==> src/color_track_pkg.sv <==
package color_track_pkg;

  // pixel coordinates as produced by the camera front end
  typedef logic [10:0] hcount_t;
  typedef logic [9:0]  vcount_t;

  // one 8-bit color, luma or chroma sample
  typedef logic [7:0]  color_t;

  // raw 5:6:5 camera word
  typedef logic [15:0] rgb565_t;

  // masked pixel tally and coordinate sums over one frame
  typedef logic [20:0] pix_count_t;
  typedef logic [31:0] coord_sum_t;

  // channel codes, 3 and 7 have no channel and select zero
  typedef enum logic [2:0] {
    ch_green       = 3'd0,
    ch_red         = 3'd1,
    ch_blue        = 3'd2,
    ch_luma        = 3'd4,
    ch_chroma_red  = 3'd5,
    ch_chroma_blue = 3'd6
  } channel_e;

  // background choice for the video mux, all driven by target 0
  typedef enum logic [1:0] {
    camera         = 2'd0,
    channel_gray   = 2'd1,
    mask_white     = 2'd2,
    chroma_magenta = 2'd3
  } display_e;

  typedef struct packed {
    color_t red;
    color_t green;
    color_t blue;
  } rgb_t;

  typedef struct packed {
    color_t y;
    color_t cr;
    color_t cb;
  } ycrcb_t;

  typedef struct packed {
    hcount_t hcount;
    vcount_t vcount;
    rgb565_t rgb;
  } pixel_in_t;

  // per target channel choice and inclusive bounds
  typedef struct packed {
    channel_e channel;
    color_t   lower;
    color_t   upper;
  } target_cfg_t;

  typedef struct packed {
    hcount_t x;
    vcount_t y;
  } com_t;

  // pipeline depths counted from the pixel input
  localparam int COLOR_LATENCY = 3;
  localparam int MASK_LATENCY  = 4;
  localparam int OUT_LATENCY   = 5;

  localparam int NUM_TARGETS = 2;

  localparam rgb_t CROSSHAIR_COLOR = '1;
  localparam rgb_t MAGENTA = '{red: 8'hff, green: 8'h00, blue: 8'hff};

endpackage

==> src/pixel_delay.sv <==
`timescale 1ns/10ps

module pixel_delay #(
  parameter int WIDTH  = 8,
  parameter int STAGES = 1
) (
  input  logic             clk_camera,
  input  logic             sys_rst_pixel,
  input  logic [WIDTH-1:0] data_i,
  output logic [WIDTH-1:0] data_o
);

  // stage 0 takes the input, last stage drives the output
  logic [WIDTH-1:0] pipe_q [STAGES];

  always_ff @(posedge clk_camera) begin
    if (sys_rst_pixel) begin
      for (int i = 0; i < STAGES; i++) begin
        pipe_q[i] <= '0;
      end
    end else begin
      pipe_q[0] <= data_i;
      for (int i = 1; i < STAGES; i++) begin
        pipe_q[i] <= pipe_q[i-1];
      end
    end
  end

  assign data_o = pipe_q[STAGES-1];

endmodule

==> src/rgb_to_ycrcb.sv <==
`timescale 1ns/10ps

module rgb_to_ycrcb (
  input  logic                     clk_camera,
  input  logic                     sys_rst_pixel,
  input  color_track_pkg::rgb565_t pixel_i,
  output color_track_pkg::rgb_t    rgb_o,
  output color_track_pkg::ycrcb_t  ycrcb_o
);

  // stage 1 expanded color, carried along to leave with the result
  color_track_pkg::rgb_t rgb_s1;
  color_track_pkg::rgb_t rgb_s2;

  // stage 2 products, order is y (r g b), cr (r g b), cb (r g b)
  logic signed [17:0] prod [9];

  // stage 3 sums before the shift
  logic signed [19:0] y_sum;
  logic signed [19:0] cr_sum;
  logic signed [19:0] cb_sum;

  // unsigned color times a signed coefficient
  function automatic logic signed [17:0] mul(color_track_pkg::color_t c,
                                             logic signed [8:0] k);
    return $signed({1'b0, c}) * k;
  endfunction

  always_comb begin
    y_sum  = prod[0] + prod[1] + prod[2];
    cr_sum = prod[3] + prod[4] + prod[5];
    cb_sum = prod[6] + prod[7] + prod[8];
  end

  always_ff @(posedge clk_camera) begin
    if (sys_rst_pixel) begin
      rgb_s1  <= '0;
      rgb_s2  <= '0;
      rgb_o   <= '0;
      ycrcb_o <= '0;
      for (int i = 0; i < 9; i++) begin
        prod[i] <= '0;
      end
    end else begin
      // 5:6:5 to 8:8:8, low bits zero filled
      rgb_s1.red   <= {pixel_i[15:11], 3'b000};
      rgb_s1.green <= {pixel_i[10:5], 2'b00};
      rgb_s1.blue  <= {pixel_i[4:0], 3'b000};

      // luma weights
      prod[0] <= mul(rgb_s1.red, 9'sd77);
      prod[1] <= mul(rgb_s1.green, 9'sd150);
      prod[2] <= mul(rgb_s1.blue, 9'sd29);
      // chroma red weights
      prod[3] <= mul(rgb_s1.red, 9'sd128);
      prod[4] <= mul(rgb_s1.green, -9'sd107);
      prod[5] <= mul(rgb_s1.blue, -9'sd21);
      // chroma blue weights
      prod[6] <= mul(rgb_s1.red, -9'sd43);
      prod[7] <= mul(rgb_s1.green, -9'sd85);
      prod[8] <= mul(rgb_s1.blue, 9'sd128);
      rgb_s2  <= rgb_s1;

      // divide by 256, chroma gets the 128 offset so it sits in 0..255
      ycrcb_o.y  <= color_track_pkg::color_t'(y_sum >>> 8);
      ycrcb_o.cr <= color_track_pkg::color_t'((cr_sum >>> 8) + 20'sd128);
      ycrcb_o.cb <= color_track_pkg::color_t'((cb_sum >>> 8) + 20'sd128);
      rgb_o      <= rgb_s2;
    end
  end

endmodule

==> src/channel_mask.sv <==
`timescale 1ns/10ps

module channel_mask (
  input  logic                        clk_camera,
  input  logic                        sys_rst_pixel,
  input  color_track_pkg::rgb_t       rgb_i,
  input  color_track_pkg::ycrcb_t     ycrcb_i,
  input  color_track_pkg::target_cfg_t cfg_i,
  output color_track_pkg::color_t     channel_o,
  output logic                        mask_o
);

  color_track_pkg::color_t sel;
  logic                    in_range;

  // pick one of the six channels, unused codes give zero
  always_comb begin
    case (cfg_i.channel)
      color_track_pkg::ch_green:       sel = rgb_i.green;
      color_track_pkg::ch_red:         sel = rgb_i.red;
      color_track_pkg::ch_blue:        sel = rgb_i.blue;
      color_track_pkg::ch_luma:        sel = ycrcb_i.y;
      color_track_pkg::ch_chroma_red:  sel = ycrcb_i.cr;
      color_track_pkg::ch_chroma_blue: sel = ycrcb_i.cb;
      default:                         sel = '0;
    endcase
  end

  // both bounds inclusive
  assign in_range = (sel >= cfg_i.lower) && (sel <= cfg_i.upper);

  // channel and mask leave together so the mux sees them aligned
  always_ff @(posedge clk_camera) begin
    if (sys_rst_pixel) begin
      channel_o <= '0;
      mask_o    <= 1'b0;
    end else begin
      channel_o <= sel;
      mask_o    <= in_range;
    end
  end

endmodule

==> src/seq_divider.sv <==
`timescale 1ns/10ps

module seq_divider (
  input  logic                       clk_camera,
  input  logic                       sys_rst_pixel,
  input  logic                       start_i,
  input  color_track_pkg::coord_sum_t dividend_i,
  input  color_track_pkg::pix_count_t divisor_i,
  output logic                       busy_o,
  output logic                       done_o,
  output color_track_pkg::coord_sum_t quotient_o
);

  // dividend bits shift out the top while quotient bits shift in below
  color_track_pkg::coord_sum_t quot_q;
  color_track_pkg::pix_count_t rem_q;
  color_track_pkg::pix_count_t div_q;
  logic [4:0]                  bit_cnt;

  // partial remainder with the next dividend bit appended
  logic [21:0] trial;
  logic [21:0] diff;
  logic        fits;

  assign trial = {rem_q, quot_q[31]};
  assign diff  = trial - {1'b0, div_q};
  assign fits  = trial >= {1'b0, div_q};

  always_ff @(posedge clk_camera) begin
    if (sys_rst_pixel) begin
      busy_o  <= 1'b0;
      done_o  <= 1'b0;
      bit_cnt <= '0;
    end else begin
      done_o <= 1'b0;
      if (start_i && !busy_o) begin
        busy_o  <= 1'b1;
        bit_cnt <= '0;
      end else if (busy_o) begin
        bit_cnt <= bit_cnt + 5'd1;
        // 32nd bit written on this edge
        if (bit_cnt == 5'd31) begin
          busy_o <= 1'b0;
          done_o <= 1'b1;
        end
      end
    end
  end

  always_ff @(posedge clk_camera) begin
    if (start_i && !busy_o) begin
      quot_q <= dividend_i;
      rem_q  <= '0;
      div_q  <= divisor_i;
    end else if (busy_o) begin
      // remainder stays below the divisor so 21 bits hold it
      rem_q  <= fits ? diff[20:0] : trial[20:0];
      quot_q <= {quot_q[30:0], fits};
    end
  end

  assign quotient_o = quot_q;

endmodule

==> src/center_of_mass.sv <==
`timescale 1ns/10ps

module center_of_mass (
  input  logic                    clk_camera,
  input  logic                    sys_rst_pixel,
  input  logic                    valid_i,
  input  logic                    mask_i,
  input  color_track_pkg::hcount_t hcount_i,
  input  color_track_pkg::vcount_t vcount_i,
  input  logic                    frame_end_i,
  output color_track_pkg::com_t   com_o,
  output logic                    com_valid_o
);

  typedef enum logic [1:0] {
    st_idle,
    st_dividing,
    st_publishing
  } state_e;

  state_e state_q;

  // running totals for the current frame
  color_track_pkg::coord_sum_t x_sum_q;
  color_track_pkg::coord_sum_t y_sum_q;
  color_track_pkg::pix_count_t count_q;

  logic hit;
  logic start;
  logic x_busy, y_busy;
  logic x_done, y_done;
  logic x_got, y_got;
  color_track_pkg::coord_sum_t x_quot, y_quot;

  assign hit = valid_i && mask_i;

  // an empty frame or a frame end during a divide starts nothing
  assign start = frame_end_i && (count_q != '0) && (state_q == st_idle)
                 && !x_busy && !y_busy;

  always_ff @(posedge clk_camera) begin
    if (sys_rst_pixel) begin
      x_sum_q <= '0;
      y_sum_q <= '0;
      count_q <= '0;
    end else if (frame_end_i) begin
      // sums restart, a pixel on the same edge opens the next frame
      x_sum_q <= hit ? color_track_pkg::coord_sum_t'(hcount_i) : '0;
      y_sum_q <= hit ? color_track_pkg::coord_sum_t'(vcount_i) : '0;
      count_q <= hit ? color_track_pkg::pix_count_t'(1) : '0;
    end else if (hit) begin
      x_sum_q <= x_sum_q + color_track_pkg::coord_sum_t'(hcount_i);
      y_sum_q <= y_sum_q + color_track_pkg::coord_sum_t'(vcount_i);
      count_q <= count_q + 1'b1;
    end
  end

  // dividers latch their operands on start, before the sums clear
  seq_divider u_div_x (
    .clk_camera    (clk_camera),
    .sys_rst_pixel (sys_rst_pixel),
    .start_i       (start),
    .dividend_i    (x_sum_q),
    .divisor_i     (count_q),
    .busy_o        (x_busy),
    .done_o        (x_done),
    .quotient_o    (x_quot)
  );

  seq_divider u_div_y (
    .clk_camera    (clk_camera),
    .sys_rst_pixel (sys_rst_pixel),
    .start_i       (start),
    .dividend_i    (y_sum_q),
    .divisor_i     (count_q),
    .busy_o        (y_busy),
    .done_o        (y_done),
    .quotient_o    (y_quot)
  );

  always_ff @(posedge clk_camera) begin
    if (sys_rst_pixel) begin
      state_q <= st_idle;
      x_got   <= 1'b0;
      y_got   <= 1'b0;
    end else begin
      case (state_q)
        st_idle: begin
          x_got <= 1'b0;
          y_got <= 1'b0;
          if (start) begin
            state_q <= st_dividing;
          end
        end
        st_dividing: begin
          // remember whichever done pulse arrives first
          if (x_done) begin
            x_got <= 1'b1;
          end
          if (y_done) begin
            y_got <= 1'b1;
          end
          if ((x_done || x_got) && (y_done || y_got)) begin
            state_q <= st_publishing;
          end
        end
        default: begin
          state_q <= st_idle;
        end
      endcase
    end
  end

  // mean fits the coordinate width, upper quotient bits are zero
  always_ff @(posedge clk_camera) begin
    if (state_q == st_dividing) begin
      com_o.x <= color_track_pkg::hcount_t'(x_quot);
      com_o.y <= color_track_pkg::vcount_t'(y_quot);
    end
  end

  // one cycle pulse while publishing
  assign com_valid_o = (state_q == st_publishing);

endmodule

==> src/overlay_mux.sv <==
`timescale 1ns/10ps

module overlay_mux (
  input  logic                     clk_camera,
  input  logic                     sys_rst_pixel,
  input  logic                     valid_i,
  input  color_track_pkg::hcount_t hcount_i,
  input  color_track_pkg::vcount_t vcount_i,
  input  color_track_pkg::rgb_t    rgb_i,
  input  color_track_pkg::color_t  channel_i,
  input  logic                     mask_i,
  input  color_track_pkg::com_t [color_track_pkg::NUM_TARGETS-1:0] com_i,
  input  logic [color_track_pkg::NUM_TARGETS-1:0]                  com_valid_i,
  input  color_track_pkg::display_e display_mode_i,
  input  logic                     crosshair_en_i,
  output logic                     out_valid_o,
  output color_track_pkg::rgb_t    pixel_o,
  output color_track_pkg::com_t [color_track_pkg::NUM_TARGETS-1:0] com_o
);

  color_track_pkg::rgb_t bg;
  logic                  on_cross;

  // keep the last published centroid of each target
  always_ff @(posedge clk_camera) begin
    for (int t = 0; t < color_track_pkg::NUM_TARGETS; t++) begin
      if (sys_rst_pixel) begin
        com_o[t] <= '0;
      end else if (com_valid_i[t]) begin
        com_o[t] <= com_i[t];
      end
    end
  end

  always_comb begin
    case (display_mode_i)
      color_track_pkg::channel_gray:   bg = '{channel_i, channel_i, channel_i};
      color_track_pkg::mask_white:     bg = mask_i ? '1 : '0;
      color_track_pkg::chroma_magenta: bg = mask_i ? color_track_pkg::MAGENTA : rgb_i;
      default:                         bg = rgb_i;
    endcase
  end

  // row or column of any latched centroid
  always_comb begin
    on_cross = 1'b0;
    for (int t = 0; t < color_track_pkg::NUM_TARGETS; t++) begin
      if (hcount_i == com_o[t].x || vcount_i == com_o[t].y) begin
        on_cross = 1'b1;
      end
    end
  end

  always_ff @(posedge clk_camera) begin
    if (sys_rst_pixel) begin
      out_valid_o <= 1'b0;
    end else begin
      out_valid_o <= valid_i;
    end
  end

  always_ff @(posedge clk_camera) begin
    pixel_o <= (crosshair_en_i && on_cross) ? color_track_pkg::CROSSHAIR_COLOR : bg;
  end

endmodule

==> src/color_track_top.sv <==
`timescale 1ns/10ps

module color_track_top (
  input  logic                      clk_camera,
  input  logic                      sys_rst_pixel,
  input  logic                      pixel_valid_i,
  input  color_track_pkg::pixel_in_t pixel_i,
  input  logic                      frame_end_i,
  input  color_track_pkg::target_cfg_t [color_track_pkg::NUM_TARGETS-1:0] target_cfg_i,
  input  color_track_pkg::display_e display_mode_i,
  input  logic                      crosshair_en_i,
  output logic                      out_valid_o,
  output color_track_pkg::rgb_t     pixel_o,
  output color_track_pkg::com_t [color_track_pkg::NUM_TARGETS-1:0] com_o,
  output logic [color_track_pkg::NUM_TARGETS-1:0]                  com_valid_o
);

  // conversion outputs, cycle 3
  color_track_pkg::rgb_t   rgb_c;
  color_track_pkg::ycrcb_t ycrcb_c;

  // everything below is aligned to the mask, cycle 4
  color_track_pkg::rgb_t                          rgb_d;
  color_track_pkg::color_t                        channel0;
  logic [color_track_pkg::NUM_TARGETS-1:0]        mask;
  logic                                           valid_d;
  logic                                           frame_end_d;
  color_track_pkg::hcount_t                       hcount_d;
  color_track_pkg::vcount_t                       vcount_d;
  color_track_pkg::com_t [color_track_pkg::NUM_TARGETS-1:0] com_calc;

  rgb_to_ycrcb u_color (
    .clk_camera    (clk_camera),
    .sys_rst_pixel (sys_rst_pixel),
    .pixel_i       (pixel_i.rgb),
    .rgb_o         (rgb_c),
    .ycrcb_o       (ycrcb_c)
  );

  // valid, frame end and coordinates ride alongside to the mask stage
  pixel_delay #(
    .WIDTH  (2 + $bits(color_track_pkg::hcount_t) + $bits(color_track_pkg::vcount_t)),
    .STAGES (color_track_pkg::MASK_LATENCY)
  ) u_side_delay (
    .clk_camera    (clk_camera),
    .sys_rst_pixel (sys_rst_pixel),
    .data_i        ({pixel_valid_i, frame_end_i, pixel_i.hcount, pixel_i.vcount}),
    .data_o        ({valid_d, frame_end_d, hcount_d, vcount_d})
  );

  // rgb waits out the threshold stage before the mux
  pixel_delay #(
    .WIDTH  ($bits(color_track_pkg::rgb_t)),
    .STAGES (color_track_pkg::OUT_LATENCY - 1 - color_track_pkg::COLOR_LATENCY)
  ) u_rgb_delay (
    .clk_camera    (clk_camera),
    .sys_rst_pixel (sys_rst_pixel),
    .data_i        (rgb_c),
    .data_o        (rgb_d)
  );

  // target 0 also feeds the display modes
  channel_mask u_mask0 (
    .clk_camera    (clk_camera),
    .sys_rst_pixel (sys_rst_pixel),
    .rgb_i         (rgb_c),
    .ycrcb_i       (ycrcb_c),
    .cfg_i         (target_cfg_i[0]),
    .channel_o     (channel0),
    .mask_o        (mask[0])
  );

  // target 1 only tracks
  channel_mask u_mask1 (
    .clk_camera    (clk_camera),
    .sys_rst_pixel (sys_rst_pixel),
    .rgb_i         (rgb_c),
    .ycrcb_i       (ycrcb_c),
    .cfg_i         (target_cfg_i[1]),
    .channel_o     (),
    .mask_o        (mask[1])
  );

  for (genvar t = 0; t < color_track_pkg::NUM_TARGETS; t++) begin : g_com
    center_of_mass u_com (
      .clk_camera    (clk_camera),
      .sys_rst_pixel (sys_rst_pixel),
      .valid_i       (valid_d),
      .mask_i        (mask[t]),
      .hcount_i      (hcount_d),
      .vcount_i      (vcount_d),
      .frame_end_i   (frame_end_d),
      .com_o         (com_calc[t]),
      .com_valid_o   (com_valid_o[t])
    );
  end

  overlay_mux u_mux (
    .clk_camera     (clk_camera),
    .sys_rst_pixel  (sys_rst_pixel),
    .valid_i        (valid_d),
    .hcount_i       (hcount_d),
    .vcount_i       (vcount_d),
    .rgb_i          (rgb_d),
    .channel_i      (channel0),
    .mask_i         (mask[0]),
    .com_i          (com_calc),
    .com_valid_i    (com_valid_o),
    .display_mode_i (display_mode_i),
    .crosshair_en_i (crosshair_en_i),
    .out_valid_o    (out_valid_o),
    .pixel_o        (pixel_o),
    .com_o          (com_o)
  );

endmodule

==> config.mk <==
export PLATFORM = sky130hd
export DESIGN_NAME = color_track_top
export DESIGN_NICKNAME = d
export VERILOG_FILES = /design/src/color_track_pkg.sv /design/src/pixel_delay.sv /design/src/rgb_to_ycrcb.sv /design/src/channel_mask.sv /design/src/seq_divider.sv /design/src/center_of_mass.sv /design/src/overlay_mux.sv /design/src/color_track_top.sv
export SDC_FILE = /design/constraint.sdc
export NUM_CORES = 2
export LEC_CHECK = 0
export BUFFER_PORTS_ARGS = -buffer_cell sky130_fd_sc_hd__buf_4
export CORE_MARGIN = 3
export CORE_UTILIZATION = 65
export CTS_CLUSTER_DIAMETER = 80
export DETAILED_ROUTE_END_ITERATION = 8
export PLACE_DENSITY = 0.86
export SLEW_MARGIN = 20
export SYNTH_ARGS = -nofsm -noshare
export SYNTH_HDL_FRONTEND = slang
export SYNTH_HIERARCHICAL = 1
export SYNTH_SLANG_ARGS = --single-unit
==> constraint.sdc <==
create_clock -name clk_camera -period 8.5 [get_ports clk_camera]
set_input_delay 0.425 -clock clk_camera [delete_from_list [all_inputs] [get_ports clk_camera]]
set_output_delay 0.425 -clock clk_camera [all_outputs]
set_load 0.01 [all_outputs]
**Yosys cells after proc, flatten, opt, wreduce, memory -nomap -nowiden**

Memories as Yosys holds them, arrays and structs flattened.
Index checks and enable logic that the tools add are counted.
W data, S select, Z words.

- Bits in registers: 717
- Output and inout port bits: 69
- RAM bits: 278
- Memories kept: 3
- Input bits: 82

- Bitwise gates (word level): 17
- Multipliers: 7
- Reduce and logical (&&, ||, !) cells: 58
- Muxes and demuxes: 85
- Add/subtract/negate cells: 22
- Eq/ne operators: 33
- Order comparisons: 8

Memory list:

| memory | words | bits a word | rd ports | clocked after Yosys merged registers in | write ports | line | RTL |
|---|---|---|---|---|---|---|---|
| u_color.prod | 9 | 18 | 9 | 0 | 9 | rgb_to_ycrcb.sv:16 | `logic signed [17:0] prod [9];` |
| u_side_delay.pipe_q | 4 | 23 | 4 | 0 | 4 | pixel_delay.sv:14 | `logic [WIDTH-1:0] pipe_q [STAGES];` |
| u_rgb_delay.pipe_q | 1 | 24 | 1 | 0 | 1 | pixel_delay.sv:14 |  |

Operators with widths:

| kind | count |
|---|---|
| $mux W32 | 16 |
| $mux W21 | 8 |
| $mux W18 | 9 |
| $add A16 B16 Y16 | 6 |
| $pmux W8 S6 | 2 |
| $mux W23 | 4 |
| $ge A22 B21 Y1 | 4 |
| $sub A21 B21 Y21 | 4 |
| $mux W24 | 3 |
| $pmux W24 S3 | 1 |
| $add A32 B10 Y32 | 2 |
| $add A32 B11 Y32 | 2 |
| $add A21 B1 Y21 const B | 2 |
| $reduce_bool A21 Y1 | 2 |
| $mul A9 B8 Y17 const B | 2 |
| $mul A8 B7 Y15 const B | 2 |
| $mux W1 | 28 |
| $reduce_or A24 Y1 | 1 |
| $eq A11 B11 Y1 | 2 |
| $mux W11 | 2 |
| $add A5 B1 Y5 const B | 4 |
| $eq A10 B10 Y1 | 2 |
| $eq A5 B5 Y1 const B | 4 |
| $mux W10 | 2 |
| 27 further kinds | 116 |

**Longest topological paths before layout**

- Depth after elaboration: 7
- Gate-level depth with buffers: 14
- Gate-level depth less buffers: 14

**Modules after synthesis**

The synthesis kept the hierarchy.

Modules (own cells, without submodules):

| module | cells an instance | seq. area each (um2) | instances | area each (um2) |
|---|---|---|---|---|
| seq_divider (g_com[0].u_com.u_div_x ...) | 415 | 2152.1 | 3 | 4458.0 |
| center_of_mass | 621 | 2412.3 | 2 | 5572.8 |
| rgb_to_ycrcb | 988 | 2922.8 | 1 | 10113.4 |
| seq_divider (g_com[1].u_com.u_div_y) | 408 | 2152.1 | 1 | 4381.7 |
| overlay_mux | 356 | 1341.3 | 1 | 3124.2 |
| pixel_delay (u_side_delay) | 194 | 1841.8 | 1 | 2523.7 |
| channel_mask | 125 | 180.2 | 2 | 1054.8 |
| pixel_delay (u_rgb_delay) | 50 | 480.5 | 1 | 693.2 |

**Worst setup path before layout**

OpenSTA, ideal clock, no wires.

- Kind: register to register
- From: reg u_color/rgb_s1[14] in the netlist's numbering
- To: mem u_color.prod[7][12] (netlist: u_color/prod[0][138])
- Data required time: 8372 ps
- Period minus slack after synthesis: 3527 ps
- Cell stages (with the launch flop): 15
- Setup time: 128 ps
- Setup slack: 4973 ps
- Buffers on the path: 0
- Arrival: 3399 ps
- Path through: dfxtp_1 > ha_1 > ha_1 > ha_1 > inv_1 > fa_1 > inv_1 > ha_1 > fa_1 > a21o_1 > a21oi_1 > o21bai_1 > a21oi_1 > xor2_1 > nor2_1

RTL lines:

| item | line | RTL |
|---|---|---|
| start: declaration | rgb_to_ycrcb.sv:12 | `color_track_pkg::rgb_t rgb_s1;` |
| end: declaration | rgb_to_ycrcb.sv:16 |  |

==> summary.md <==
| Metric | Value |
|---|---|
| Status | finished clean |
| Minimum clock period | slightly below 4 ns |
| Fmax | roughly 250 MHz |
| Gr ovfl total | 0 |
| Max-slew violations | 0 |
| Placed Cells | 5653 |
| Hold Vio Cnt, Final | 0 |
| Chip width | 276 um |
| Worst-path cell with the longest stage delay | dfxtp_1 |
| Core area | 71700 um^2 |
| DR DRC count | 0 |
| Worst skew pair latency | between 0.6 and 0.7 ns |
| Clk slew on worst S/H paths | about 0.060 ns |
| CTS tree | yes |
| WL/cell | just under 20 um |
| Top Ports | between 150 and 200 |
| Period utilization | 0.463 |
| Cell count of the worst hold path | 2 |
| CTS Buf Count | between 90 and 100 |
| Leak Pwr | 21.7 nW |
| First-pass GRT wire length | 184000 um |
| FF-to-FF End | u_color/prod[0][85]$_SDFF_PP0_ |
| Vias in the first global route | 35.5k |
| # nets final | between 5k and 6k |
| Syn-to-layout area delta | 11.4% |
| Hold_sp | pixel_i[0] |
| Most used cell, CP | ha_1 |
| Fillers | ~4.7k |
| RePlAce Congestion | between 0.9 and 1 |
| Crit path DAT | roughly 4.5 ns |
| Final setup vio count | 0 |
| WP data required | about 9.1 ns |
| CTS max path bufs | 3 |
| FF-to-FF path depth | 13 |
| DP HPWL | 77600 um |
| Detailed Route WL | around 120000 um |
| H-Tree Level Count | 3 |
| Worst-margin pin slew | 1.08 ns |
| Critical path, cell by cell | inv_1, ha_1, inv_1, ha_1, ha_1, ha_1, ha_1, a21o_1, a21oi_1, o211ai_1, a21o_1, a21o_1, mux2_1 |
| Initial Util | 0.659 |
| Total of max-cap violations | 0 |
| Vias | around 37k |
| Chip height | approximately 280 um |
| Relative slew slack | 0.276 |
| Vias per cell | about 6.2 |
| Initial antenna violation count | 2 |
| DRT Pass-1 Iters | 8 |
| Yosys Warn Count | 6 |
| I/O Buffers | 150 |
| Synth Instances | 4717 |
| CTS root buf | clkbuf_16 |
| Crit-path leading delay family | adder cells |
| Peak supply drop | approximately 0.19 mV |
| Final Util | 0.734 |
| CTS sink cnt | a little under 900 |
| Initial DRC count | approximately 3.2k |
| Largest net degree at the start of global routing | about 140 |
| Non-filler cells in the finished layout | roughly 5.9k |
| R2R Setup Slk | about 4.6 ns |
| Fin Setup TNS | 0 ns |
| Fraction of layout cells with a size suffix above 1 | 0.116 |
| Hold WC Path Type | in -> reg |
| Critical Path Stages | 13 |
| Gr usage total | 0.298 |
| Reg-to-reg startpoint | u_color/rgb_s1[13]$_SDFF_PP0_ |
| Die ar. | roughly 76000 um^2 |
| Final clock skew | around 0.056 ns |
| Buf+Inv Stages, Crit Path | 2 |
| Crit Path Class | reg -> reg |
| Mean Syn Cell Area | 10.0 um^2 |
| CP peak stage delay | between 0.5 and 0.6 ns |
| Pwr dens | 194 nW/um^2 |
| Worst Setup Start Kind | flop |
| Hold EP | u_color/rgb_s1[3]$_SDFF_PP0_ |
| Unrepaired setup endpoints after global routing | false |
| Routed Antenna Nets | 0 |
| Worst Setup End Kind | flop |
| Crit path max fanout | 8 |
| Cell area after synthesis | around 47000 um^2 |
| Post-CTS Resized | 0 |
| Rows | 98 |
where the power goes:
part / internal (mW) / total, mW / switching (mW) / leakage, nW
combinational: 0.547 / 1.26 / 0.709 / 12.7
clock: 2.58 / 4.37 / 1.79 / 1.64
sequential: 4.46 / 4.58 / 0.118 / 7.43
registers in the layout, indices dropped and copies added, names as in the netlist, 4 cells and up:
register,count
u_mux/pixel_o,24
g_com.u_com/y_sum_q,64
g_com.u_com/u_div_y/bit_cnt,10
u_side_delay/pipe_q,92
g_com.u_com/u_div_x/rem_q,42
u_color/rgb_s1,16
u_color/ycrcb_o,24
g_com.u_com/u_div_y/div_q,42
u_color/prod,75
g_com.u_com/u_div_y/rem_q,42
u_mask0/channel_o,8
u_color/rgb_o,16
g_com.u_com/com_o,42
g_com.u_com/u_div_x/div_q,42
g_com.u_com/state_q,4
u_mux/com_o,42
g_com.u_com/x_sum_q,64
g_com.u_com/count_q,42
u_color/rgb_s2,15
g_com.u_com/u_div_y/quotient_o,64
u_rgb_delay/pipe_q,24
g_com.u_com/u_div_x/bit_cnt,10
g_com.u_com/u_div_x/quotient_o,64
layout by cell type (no fill, tap or decap), types with 124 or more instances in the layout:
cell,n
a21oi_1,237
buf_4,184
dfxtp_1,628
edfxtp_1,254
ha_1,416
inv_1,277
mux2_2,124
nand2_1,326
nand3_1,125
nor2_1,386
nor2b_1,174
xnor2_1,183
worst max-delay path by stage:
stage / start / to
2_1_floorplan: u_color/rgb_s1[14]$_SDFF_PP0_ / u_color/prod[0][138]$_SDFF_PP0_
3_3_place_gp: u_color/rgb_s1[14]$_SDFF_PP0_ / u_color/prod[0][138]$_SDFF_PP0_
3_5_place_dp: u_color/rgb_s1[14]$_SDFF_PP0_ / u_color/prod[0][138]$_SDFF_PP0_
4_1_cts: u_color/rgb_s1[6]$_SDFF_PP0_ / u_color/prod[0][107]$_SDFF_PP0_
5_1_grt: u_color/rgb_s1[6]$_SDFF_PP0_ / u_color/prod[0][107]$_SDFF_PP0_
6_report: u_color/rgb_s1[13]$_SDFF_PP0_ / u_color/prod[0][85]$_SDFF_PP0_
layer usage:
metal / wire [um] / track usage / share of wire
met1: 47400 / 0.388 / 0.41
met2: 54000 / 0.488 / 0.47
met3: 9090 / 0.0585 / 0.079
met4: 4620 / 0.123 / 0.040
met5: 0 / 0 / 0
final cells by class:
cell class	count	area [um^2]	share of cell area
diodes	1	2.50	0.0000475
repair buffers	223	1790	0.0339
clock inverters	55	698	0.0133
flip-flops and latches	883	20200	0.384
well taps	950	1190	0.0226
inverters	282	1060	0.0201
clock buffers	119	2680	0.0510
multi-input cells	3352	25000	0.475
timing repair:
item	in CTS	in global routing
buffers inserted	0	0
hold endpoints to repair	37	0
hold buffers	37	0
metrics by stage:
stage               hold slack, ns  area (um^2)  worst slack (ns)  power (mW)
finish                      0.0332        52700              4.56        10.2
global route                0.0266        52700              4.32        10.6
CTS                        0.00512        52600              4.61        10.2
detailed placement           0.420        48900              4.66        5.84
global placement             0.419        48900              4.70        5.78
floorplan                    0.414        47300              4.97        5.51
Note: power is estimated with default switching activity, not from simulation.
